### src/lpRegPkg.sv
// APB register map of the LP20 controller; 5-bit offsets, 16-bit full-word access only
package lpRegPkg;

   //////////////////////////////////////////////////
   // Widths

   localparam int regWidth   = 16;       // Register and APB data width
   localparam int paddrWidth = 5;        // APB offset width

   //////////////////////////////////////////////////
   // Register offsets

   typedef enum logic [paddrWidth-1:0]
   {
      regCsra = 5'h00,                   // Control and status
      regBar  = 5'h04,                   // Bus address, low 16 bits
      regBctr = 5'h08,                   // Byte counter, counts up to zero
      regCctr = 5'h0C,                   // CCTR high byte, CBUF low byte
      regCksm = 5'h10                    // CKSM high byte, PDAT low byte
   } lpReg;

   //////////////////////////////////////////////////
   // CSRA bit positions

   localparam logic [3:0] csraGo     = 4'd0;    // Write starts a block, reads busy
   localparam logic [3:0] csraIe     = 4'd6;    // Interrupt enable
   localparam logic [3:0] csraDone   = 4'd7;
   localparam logic [3:0] csraOnline = 4'd11;   // Printer online input
   localparam logic [3:0] csraEclr   = 4'd14;   // Write only

   // Any error
   localparam logic [3:0] csraErr    = 4'd15;

   // Error causes
   localparam logic [3:0] errGo      = 4'd12;   // GO with byte counter at zero
   localparam logic [3:0] errMem     = 4'd13;   // Memory error on a fetch

endpackage

### src/lpPrintPkg.sv
// Transfer state encoding and printer character constants; 8-bit characters without translation
package lpPrintPkg;

   localparam int charWidth = 8;

   //////////////////////////////////////////////////
   // Transfer states

   typedef enum logic [1:0]
   {
      stIdle,                            // Waiting for GO
      stFetch,                           // Memory read outstanding
      stPrint,                           // Waiting for printer strobe
      stFinish                           // Set DONE
   } lpState;

   //////////////////////////////////////////////////
   // Characters that reset the column counter

   localparam logic [charWidth-1:0] chLf = 8'h0A;
   localparam logic [charWidth-1:0] chFf = 8'h0C;
   localparam logic [charWidth-1:0] chCr = 8'h0D;

endpackage

### src/lpRegFile.sv
// APB without wait states, full 16-bit writes only; GO is ignored while a block is running
module lpRegFile #(
   parameter int ADDR_WIDTH = 18
)(
   input  logic                            clk,
   input  logic                            rst,
   input  logic                            psel,
   input  logic                            penable,
   input  logic                            pwrite,
   input  logic [lpRegPkg::paddrWidth-1:0] paddr,
   input  logic [lpRegPkg::regWidth-1:0]   pwdata,
   output logic [lpRegPkg::regWidth-1:0]   prdata,
   output logic                            pready,
   output logic                            pslverr,
   input  logic                            lpOnline,
   input  logic                            busy,
   input  logic                            setDone,
   input  logic                            setGoErr,
   input  logic                            setMemErr,
   input  logic [ADDR_WIDTH-1:0]           bar,
   input  logic [lpRegPkg::regWidth-1:0]   bctr,
   input  logic [lpPrintPkg::charWidth-1:0] cctr,
   input  logic [lpPrintPkg::charWidth-1:0] lastChar,
   input  logic [lpPrintPkg::charWidth-1:0] cksm,
   input  logic [lpPrintPkg::charWidth-1:0] pdat,
   output logic                            cmdGo,
   output logic                            barWrite,
   output logic                            bctrWrite,
   output logic [lpRegPkg::regWidth-1:0]   wrData,
   output logic                            irq
);

   lpRegPkg::lpReg                  regSel;
   logic                            accWr;
   logic                            wrCsra;
   logic                            eclr;
   logic                            ie, done, err, errGoFlag, errMemFlag;
   logic [lpRegPkg::regWidth-1:0]   csraVal;

   assign regSel    = lpRegPkg::lpReg'(paddr);
   assign accWr     = psel & penable & pwrite;       // Access phase write
   assign wrCsra    = accWr && (regSel == lpRegPkg::regCsra);
   assign cmdGo     = wrCsra & pwdata[lpRegPkg::csraGo] & ~busy;
   assign eclr      = wrCsra & pwdata[lpRegPkg::csraEclr];
   assign barWrite  = accWr && (regSel == lpRegPkg::regBar);
   assign bctrWrite = accWr && (regSel == lpRegPkg::regBctr);
   assign wrData    = pwdata;
   assign pready    = 1'b1;
   assign pslverr   = 1'b0;
   assign irq       = ie & done;

   //////////////////////////////////////////////////
   // CSRA flags with block status winning over software clears

   always_ff @(posedge clk)
   begin
      if (rst)
      begin
         ie         <= 1'b0;
         done       <= 1'b0;
         err        <= 1'b0;
         errGoFlag  <= 1'b0;
         errMemFlag <= 1'b0;
      end
      else
      begin
         if (wrCsra)
            ie <= pwdata[lpRegPkg::csraIe];
         if (cmdGo || eclr)
         begin
            done       <= 1'b0;
            errGoFlag  <= 1'b0;
            errMemFlag <= 1'b0;
         end
         if (eclr)
            err <= 1'b0;                             // ERR stays until ECLR
         if (setGoErr)
         begin
            err       <= 1'b1;
            errGoFlag <= 1'b1;
         end
         if (setMemErr)
         begin
            err        <= 1'b1;
            errMemFlag <= 1'b1;
         end
         if (setDone)
            done <= 1'b1;
      end
   end

   //////////////////////////////////////////////////
   // Read-back

   always_comb
   begin
      csraVal                         = '0;
      csraVal[lpRegPkg::csraGo]     = busy;
      csraVal[lpRegPkg::csraIe]     = ie;
      csraVal[lpRegPkg::csraDone]   = done;
      csraVal[lpRegPkg::csraOnline] = lpOnline;
      csraVal[lpRegPkg::errGo]      = errGoFlag;
      csraVal[lpRegPkg::errMem]     = errMemFlag;
      csraVal[lpRegPkg::csraErr]    = err;
      prdata                          = '0;
      if (psel && penable && !pwrite)
      begin
         case (regSel)
            lpRegPkg::regCsra: prdata = csraVal;
            lpRegPkg::regBar:  prdata = bar[lpRegPkg::regWidth-1:0];
            lpRegPkg::regBctr: prdata = bctr;
            lpRegPkg::regCctr: prdata = {cctr, lastChar};
            lpRegPkg::regCksm: prdata = {cksm, pdat};
            default:           prdata = '0;         // Unmapped
         endcase
      end
   end

   // A GO that is taken always leads to a running block or to DONE
   assert property (@(posedge clk) disable iff (rst) cmdGo |-> !busy ##1 (busy || done))
      else $error("GO accepted while busy or without effect");

endmodule

### src/lpDmaEngine.sv
// Byte-wide memory reads at BAR; BCTR holds minus the remaining count, BAR writes are zero extended
module lpDmaEngine #(
   parameter int ADDR_WIDTH = 18
)(
   input  logic                             clk,
   input  logic                             rst,
   input  logic                             barWrite,
   input  logic                             bctrWrite,
   input  logic [lpRegPkg::regWidth-1:0]    wrData,
   input  logic                             cmdGo,
   input  logic                             startFetch,
   output logic                             memReq,
   output logic [ADDR_WIDTH-1:0]            memAddr,
   input  logic                             memAck,
   input  logic [lpPrintPkg::charWidth-1:0] memData,
   input  logic                             memErr,
   output logic [ADDR_WIDTH-1:0]            bar,
   output logic [lpRegPkg::regWidth-1:0]    bctr,
   output logic                             bctrZero,
   output logic                             fetchDone,
   output logic                             memErrSeen,
   output logic [lpPrintPkg::charWidth-1:0] fetchByte,
   output logic [lpPrintPkg::charWidth-1:0] cksm
);

   logic goodAck;

   assign memAddr    = bar;
   assign bctrZero   = (bctr == '0);
   assign fetchDone  = memReq & memAck;              // Ack cycle
   assign memErrSeen = fetchDone & memErr;
   assign goodAck    = fetchDone & ~memErr;

   always_ff @(posedge clk)
   begin
      if (rst)
      begin
         memReq    <= 1'b0;
         bar       <= '0;
         bctr      <= '0;
         cksm      <= '0;
         fetchByte <= '0;
      end
      else
      begin
         if (startFetch)
            memReq <= 1'b1;
         else if (memAck)
            memReq <= 1'b0;                          // Drops the cycle after ack
         if (barWrite)
            bar <= ADDR_WIDTH'(wrData);
         else if (goodAck)
            bar <= bar + 1'b1;
         if (bctrWrite)
            bctr <= wrData;
         else if (goodAck)
            bctr <= bctr + 1'b1;                     // Counts up towards zero
         if (cmdGo)
            cksm <= '0;
         else if (goodAck)
            cksm <= cksm + memData;                  // Sum mod 256
         if (goodAck)
            fetchByte <= memData;
      end
   end

   // Request holds its address until acknowledged
   assert property (@(posedge clk) disable iff (rst)
      memReq && !memAck |=> memReq && $stable(memAddr))
      else $error("memory request dropped or address moved before ack");

endmodule

### src/lpPrinterPort.sv
// Printer side with demand/strobe handshake and odd parity; one byte in flight at a time
module lpPrinterPort (
   input  logic                             clk,
   input  logic                             rst,
   input  logic                             cmdGo,
   input  logic                             startPrint,
   input  logic [lpPrintPkg::charWidth-1:0] fetchByte,
   input  logic                             lpDemand,
   output logic [lpPrintPkg::charWidth-1:0] lpData,
   output logic                             lpDpar,
   output logic                             lpStrobe,
   output logic                             printDone,
   output logic [lpPrintPkg::charWidth-1:0] cctr,
   output logic [lpPrintPkg::charWidth-1:0] pdat
);

   logic loadPend;                                   // Byte lands in fetchByte this cycle
   logic pending;                                    // Byte waiting for demand
   logic lineCtl;

   assign lpStrobe  = pending & lpDemand;
   assign printDone = lpStrobe;
   assign lineCtl   = (lpData == lpPrintPkg::chLf) || (lpData == lpPrintPkg::chFf)
                      || (lpData == lpPrintPkg::chCr);

   always_ff @(posedge clk)
   begin
      if (rst)
      begin
         loadPend <= 1'b0;
         pending  <= 1'b0;
         cctr     <= '0;
         pdat     <= '0;
      end
      else
      begin
         loadPend <= startPrint;
         if (loadPend)
            pending <= 1'b1;
         else if (lpStrobe)
            pending <= 1'b0;
         if (cmdGo)
            cctr <= '0;
         else if (lpStrobe)
            cctr <= lineCtl ? '0 : cctr + 1'b1;      // Wraps at 256
         if (lpStrobe)
            pdat <= lpData;
      end
   end

   // Output byte and parity
   always_ff @(posedge clk)
   begin
      if (loadPend)
      begin
         lpData <= fetchByte;
         lpDpar <= ~^fetchByte;                      // Odd ones over data and parity
      end
   end

   // Strobe only on demand, and never two in a row
   assert property (@(posedge clk) disable iff (rst) lpStrobe |-> lpDemand ##1 !lpStrobe)
      else $error("strobe without demand or longer than one cycle");

endmodule

### src/lpControl.sv
// Block sequencer; one byte is fetched and printed before the next fetch starts
module lpControl (
   input  logic clk,
   input  logic rst,
   input  logic cmdGo,
   input  logic bctrZero,
   input  logic fetchDone,
   input  logic memErrSeen,
   input  logic printDone,
   output logic startFetch,
   output logic startPrint,
   output logic busy,
   output logic setDone,
   output logic setGoErr,
   output logic setMemErr
);

   lpPrintPkg::lpState state, nextState;

   assign busy = (state != lpPrintPkg::stIdle);

   always_ff @(posedge clk)
   begin
      if (rst)
         state <= lpPrintPkg::stIdle;
      else
         state <= nextState;
   end

   //////////////////////////////////////////////////
   // Next state and pulses

   always_comb
   begin
      nextState  = state;
      startFetch = 1'b0;
      startPrint = 1'b0;
      setDone    = 1'b0;
      setGoErr   = 1'b0;
      setMemErr  = 1'b0;
      case (state)
         lpPrintPkg::stIdle:
            if (cmdGo && bctrZero)
            begin
               setGoErr = 1'b1;                      // Nothing to print
               setDone  = 1'b1;
            end
            else if (cmdGo)
            begin
               startFetch = 1'b1;
               nextState  = lpPrintPkg::stFetch;
            end
         lpPrintPkg::stFetch:
            if (memErrSeen)
            begin
               setMemErr = 1'b1;                     // Byte is dropped
               nextState = lpPrintPkg::stFinish;
            end
            else if (fetchDone)
            begin
               startPrint = 1'b1;
               nextState  = lpPrintPkg::stPrint;
            end
         lpPrintPkg::stPrint:
            if (printDone && bctrZero)
               nextState = lpPrintPkg::stFinish;     // Counter already advanced
            else if (printDone)
            begin
               startFetch = 1'b1;
               nextState  = lpPrintPkg::stFetch;
            end
         default:
         begin
            setDone   = 1'b1;
            nextState = lpPrintPkg::stIdle;
         end
      endcase
   end

   // Print starts from a fetch and never overlaps a printer strobe
   assert property (@(posedge clk) disable iff (rst)
      startPrint |-> (state == lpPrintPkg::stFetch) && !printDone)
      else $error("print started outside fetch or over a running print");

endmodule

### src/lp20.sv
// LP20 style printer controller top; ADDR_WIDTH of at least 16, BAR reads its low 16 bits
module lp20 #(
   parameter int ADDR_WIDTH = 18
)(
   input  logic                             clk,
   input  logic                             rst,
   input  logic                             psel,
   input  logic                             penable,
   input  logic                             pwrite,
   input  logic [lpRegPkg::paddrWidth-1:0]  paddr,
   input  logic [lpRegPkg::regWidth-1:0]    pwdata,
   output logic [lpRegPkg::regWidth-1:0]    prdata,
   output logic                             pready,
   output logic                             pslverr,
   output logic                             memReq,
   output logic [ADDR_WIDTH-1:0]            memAddr,
   input  logic                             memAck,
   input  logic [lpPrintPkg::charWidth-1:0] memData,
   input  logic                             memErr,
   output logic [lpPrintPkg::charWidth-1:0] lpData,
   output logic                             lpDpar,
   output logic                             lpStrobe,
   input  logic                             lpDemand,
   input  logic                             lpOnline,
   output logic                             irq
);

   logic                             cmdGo, barWrite, bctrWrite;
   logic [lpRegPkg::regWidth-1:0]    wrData, bctr;
   logic [ADDR_WIDTH-1:0]            bar;
   logic                             bctrZero, fetchDone, memErrSeen, printDone;
   logic                             startFetch, startPrint, busy;
   logic                             setDone, setGoErr, setMemErr;
   logic [lpPrintPkg::charWidth-1:0] fetchByte, cksm, cctr, pdat;

   lpRegFile #(.ADDR_WIDTH(ADDR_WIDTH)) regFile (
      .clk, .rst, .psel, .penable, .pwrite, .paddr, .pwdata, .prdata, .pready, .pslverr,
      .lpOnline, .busy, .setDone, .setGoErr, .setMemErr, .bar, .bctr, .cctr,
      .lastChar(fetchByte), .cksm, .pdat, .cmdGo, .barWrite, .bctrWrite, .wrData, .irq
   );

   lpControl control (
      .clk, .rst, .cmdGo, .bctrZero, .fetchDone, .memErrSeen, .printDone,
      .startFetch, .startPrint, .busy, .setDone, .setGoErr, .setMemErr
   );

   lpDmaEngine #(.ADDR_WIDTH(ADDR_WIDTH)) dmaEngine (
      .clk, .rst, .barWrite, .bctrWrite, .wrData, .cmdGo, .startFetch, .memReq, .memAddr,
      .memAck, .memData, .memErr, .bar, .bctr, .bctrZero, .fetchDone, .memErrSeen,
      .fetchByte, .cksm
   );

   lpPrinterPort printerPort (
      .clk, .rst, .cmdGo, .startPrint, .fetchByte, .lpDemand, .lpData, .lpDpar,
      .lpStrobe, .printDone, .cctr, .pdat
   );

endmodule

### config.mk
export PLATFORM = sky130hd
export DESIGN_NAME = lp20
export DESIGN_NICKNAME = d
export VERILOG_FILES = /design/src/lpRegPkg.sv /design/src/lpPrintPkg.sv /design/src/lpRegFile.sv /design/src/lpDmaEngine.sv /design/src/lpPrinterPort.sv /design/src/lpControl.sv /design/src/lp20.sv
export SDC_FILE = /design/constraint.sdc
export NUM_CORES = 1
export LEC_CHECK = 0
export ABC_AREA = 1
export BUFFER_PORTS_ARGS = -buffer_cell sky130_fd_sc_hd__buf_2
export CORE_MARGIN = 3
export CORE_UTILIZATION = 40
export DETAILED_ROUTE_END_ITERATION = 8
export PLACE_DENSITY_LB_ADDON = 0.15
export SYNTH_ARGS = -nofsm -noshare
export SYNTH_HDL_FRONTEND = slang
export SYNTH_SLANG_ARGS = --single-unit
### constraint.sdc
create_clock -name clk -period 1.7 [get_ports clk]
set_input_delay 0.085 -clock clk [delete_from_list [all_inputs] [get_ports clk]]
set_output_delay 0.085 -clock clk [all_outputs]
set_load 0.005 [all_outputs]
==> summary.md <==
| Metric | Value |
|---|---|
| Outcome | finished, final reports clean |
| Post-Syn Nets | 833 |
| IO Count | 86 |
| Total vias in the final route | around 5500 |
| Clk buf depth | 2 |
| Max Cap Viol | 0 |
| Clock Pin Slew Worst Setup and Hold Paths | 0.07 ns |
| Global-route track usage on met3 | a little over 3% |
| Area grow syn2layout | 20.63% |
| Total die area | about 0.014 mm2 |
| Mapped Area | 0.005234 mm2 |
| Met1 usage | 30.30% |
| Share of layout cells above drive strength 1 | 19.69% |
| Critical path class | flop to primary output |
| R2R Path End | dmaEngine.cksm[4] |
| First-pass detailed-route iteration total | 5 |
| Nets | 939 |
| Hold Path Class | input port to flop |
| Residual DRC count | 0 |
| GRT Resource Usage Total | between 20% and 30% |
| Routed WL | approximately 17000 um |
| Skew-Pair Late Insertion Delay | 0.35 ns |
| GR Overflow Total | 0 |
| Final period utilization | 96.35% |
| Clock skew | 0.009497 ns |
| First-pass GRT wire length | 26970 um |
| Core Area | 0.01272 mm2 |
| M2 GR Usage | 41.15% |
| Die Span Y | 120.4 um |
| PD cells | between 700 and 800 mW/mm2 |
| CTS tree | yes |
| Worst R2R Start | dmaEngine.cksm[0] |
| GPL Wtd Cong | about 0.98 |
| Post-synth EDFFs | 9 |
| Commonest non-fill, non-tap cells in the layout | 186 x nand2_1, 103 x nor2_1, 96 x inv_1 |
| Clock Sinks | 85 |
| Die width | 120.4 um |
| Cell variety after synth | 44 |
| YS warnings | 0 |
| Initial antenna violation count | 0 |
| Final Max Slew Viols | 0 |
| Req. time, crit path | 1.62 ns |
| Most used DFF post-synth | dfxtp_1 |
| Sequential share of the synthesized area | 34.23% |
| Post-Place Cell Area | 0.005981 mm2 |
| Syn Inst Count | 783 |
| Grt peak-use layer | met2 |
| Synth Area per Inst | 6.684 um2 |
| CP arrival | 1.55 ns |
| Fin area | 0.006314 mm2 |
| Placed cells | 1049 |
| Hold_sp | memData[0] |
| Register bit count reported by yosys | 85 |
| Final WS setup | 0.06213 ns |
| Port Buf Inserts | 83 |
| Commonest non-fill, non-tap cell in the layout | nand2_1 |
| Post-synthesis async set-or-reset flop share | 0% |
| Cell count of the worst reg-to-reg path | 9 |
| H-tree depth | 3 |
| Number of global-route vias before repair | between 5000 and 6000 |
| Hold worst-path end | dmaEngine.fetchByte[0] |
| Final Critical Period | 1.638 ns |
| Placement Setup Slack | roughly 0.14 ns |
| Crit Path Max Fanout | 5 |
| DR WL/cell | 16.17 um |
| Root Buffer | clkbuf_16 |
| Largest net degree at the start of global routing | 22 |
| Final Hold Viols | 0 |
| Flop2flop setup slack | 0.15 ns |
| Fin cells | between 1000 and 1500 |
| Setup Buffers After CTS | 0 |
| TritonCTS Buffers | 9 |
| Initial Util | 41.14% |
| VDD IR max | 0.3710 mV |
| Setup-failing EPs final | 0 |
| Leakage dissipation | 0.002766 uW |
| Residual antenna-violating net count after detailed routing | 0 |
| Fin Hold WS | 0.03314 ns |
| CP Launch Type | flop |
| WHS Path Cells | 3 |
| # rows | 41 |
| 1st-iter DRT viols | 394 |
| Via density | between 5 and 6 |
| Fmax | 0.6105 GHz |
| Hpwl dp | between 10000 and 15000 um |
| Endpoint class of the critical path | primary output |
| Antenna diodes | 0 |
==> cells by family after synthesis <==
group,Yosys count,synth area share [%]
simple gates,393,33.28
compound gates,142,15.25
buf+inv,124,9.897
flops,85,34.23
xor+xnor,25,4.184
fa+ha+maj,12,3.012
other cells,2,0.1435
==> per-layer routing <==
| layer | part of all wire [%] | up-vias | wire, um |
|---|---|---|---|
| li1 | - | 2743 | - |
| met1 | 43 | 2536 | 7367 |
| met2 | 49 | 199 | 8374 |
| met3 | 6.5 | 27 | 1114 |
| met4 | 2.2 | 0 | 384 |
| met5 | 0 | - | 0 |
==> state kept, by name, indices dropped and copies added (netlist names), 2 cells and up <==
register,count
printerPort.cctr,8
dmaEngine.bar,18
printerPort.lpData,8
dmaEngine.fetchByte,8
control.state,2
dmaEngine.cksm,8
printerPort.pdat,8
dmaEngine.bctr,16
==> cell type report <==
cell class	instances	area, um2
clock buffers	12	236.5
clock inverters	4	56.30
fillers	1359	6409
inverters	101	382.9
multi-input cells	574	2947
flip-flops and latches	85	1795
well taps	172	215.2
repair buffers	118	680.7
==> cell usage after synthesis (2+ instances only) <==
library cell  count  area, um2
conb_1            2      7.510
ha_1             11      137.6
buf_2             9      45.04
a41oi_1           4      35.03
xor2_1           19      166.4
nor2_1          106      397.9
nand4_1          11      68.82
edfxtp_1          9      270.3
a211oi_1          2      15.01
clkbuf_1          5      18.77
inv_1            97      364.1
buf_4             5      37.54
nand3_2           4      40.04
o211ai_1          5      37.54
nand2_1         186      698.2
nor2_4            7      78.83
a21oi_1          57      285.3
o221ai_1          2      17.52
or2_2             2      12.51
nand2_2           7      43.79
nand3_1          47      235.2
nor3_1           13      65.06
o21ai_0          54      270.3
a22o_1            2      17.52
inv_2             4      15.01
buf_6             3      33.78
o22ai_1           9      56.30
nor2_2            4      25.02
xnor2_1           6      52.55
nand3_4           2      35.03
dfxtp_1          76       1521
==> metrics by stage <==
| stage | util, % | power [uW] | setup TNS [ns] |
|---|---|---|---|
| after global routing | 49.63 | 4591 | -0.01895 |
| after CTS | 49.39 | 4452 | 0 |
| after floorplan | - | 2328 | 0 |
| final | 49.63 | 4421 | 0 |
| after global placement | 47.01 | 2470 | 0 |
| after detailed placement | 47.01 | 2472 | 0 |
==> repair_timing <==
action / CTS / global route
gates resized for setup: 0 / 11
endpoints found under the hold margin: 1 / 0
hold buffers: 1 / 0
setup endpoints to repair: 0 / 11
==> worst max-delay path, cell delays in order (launching register included) <==
cell and delay (ns):
dfxtp_1 0.43, inv_1 0.13, o22ai_2 0.24, a21oi_1 0.06
a21oi_1 0.19, buf_2 0.15
==> how the worst max path moves through the flow <==
stage | depth (start not counted) | to | start | slack, ns
CTS | 6 | prdata[6] | dmaEngine.bar[6] | 0.05
detailed placement | 9 | prdata[8] | paddr[1] | 0.14
finish | 5 | prdata[10] | dmaEngine.bar[10] | 0.06
floorplan | 9 | dmaEngine.cksm[4] | dmaEngine.cksm[0] | 0.29
global route | 5 | prdata[10] | dmaEngine.bctr[10] | -0.02
global placement | 9 | prdata[8] | paddr[1] | 0.18
==> power breakdown <==
group | switching (uW) | internal [uW]
registers | 25.0 | 2040
clock network | 832 | 1150
logic | 246 | 125
No activity file was read; power rests on OpenSTA's default activity.
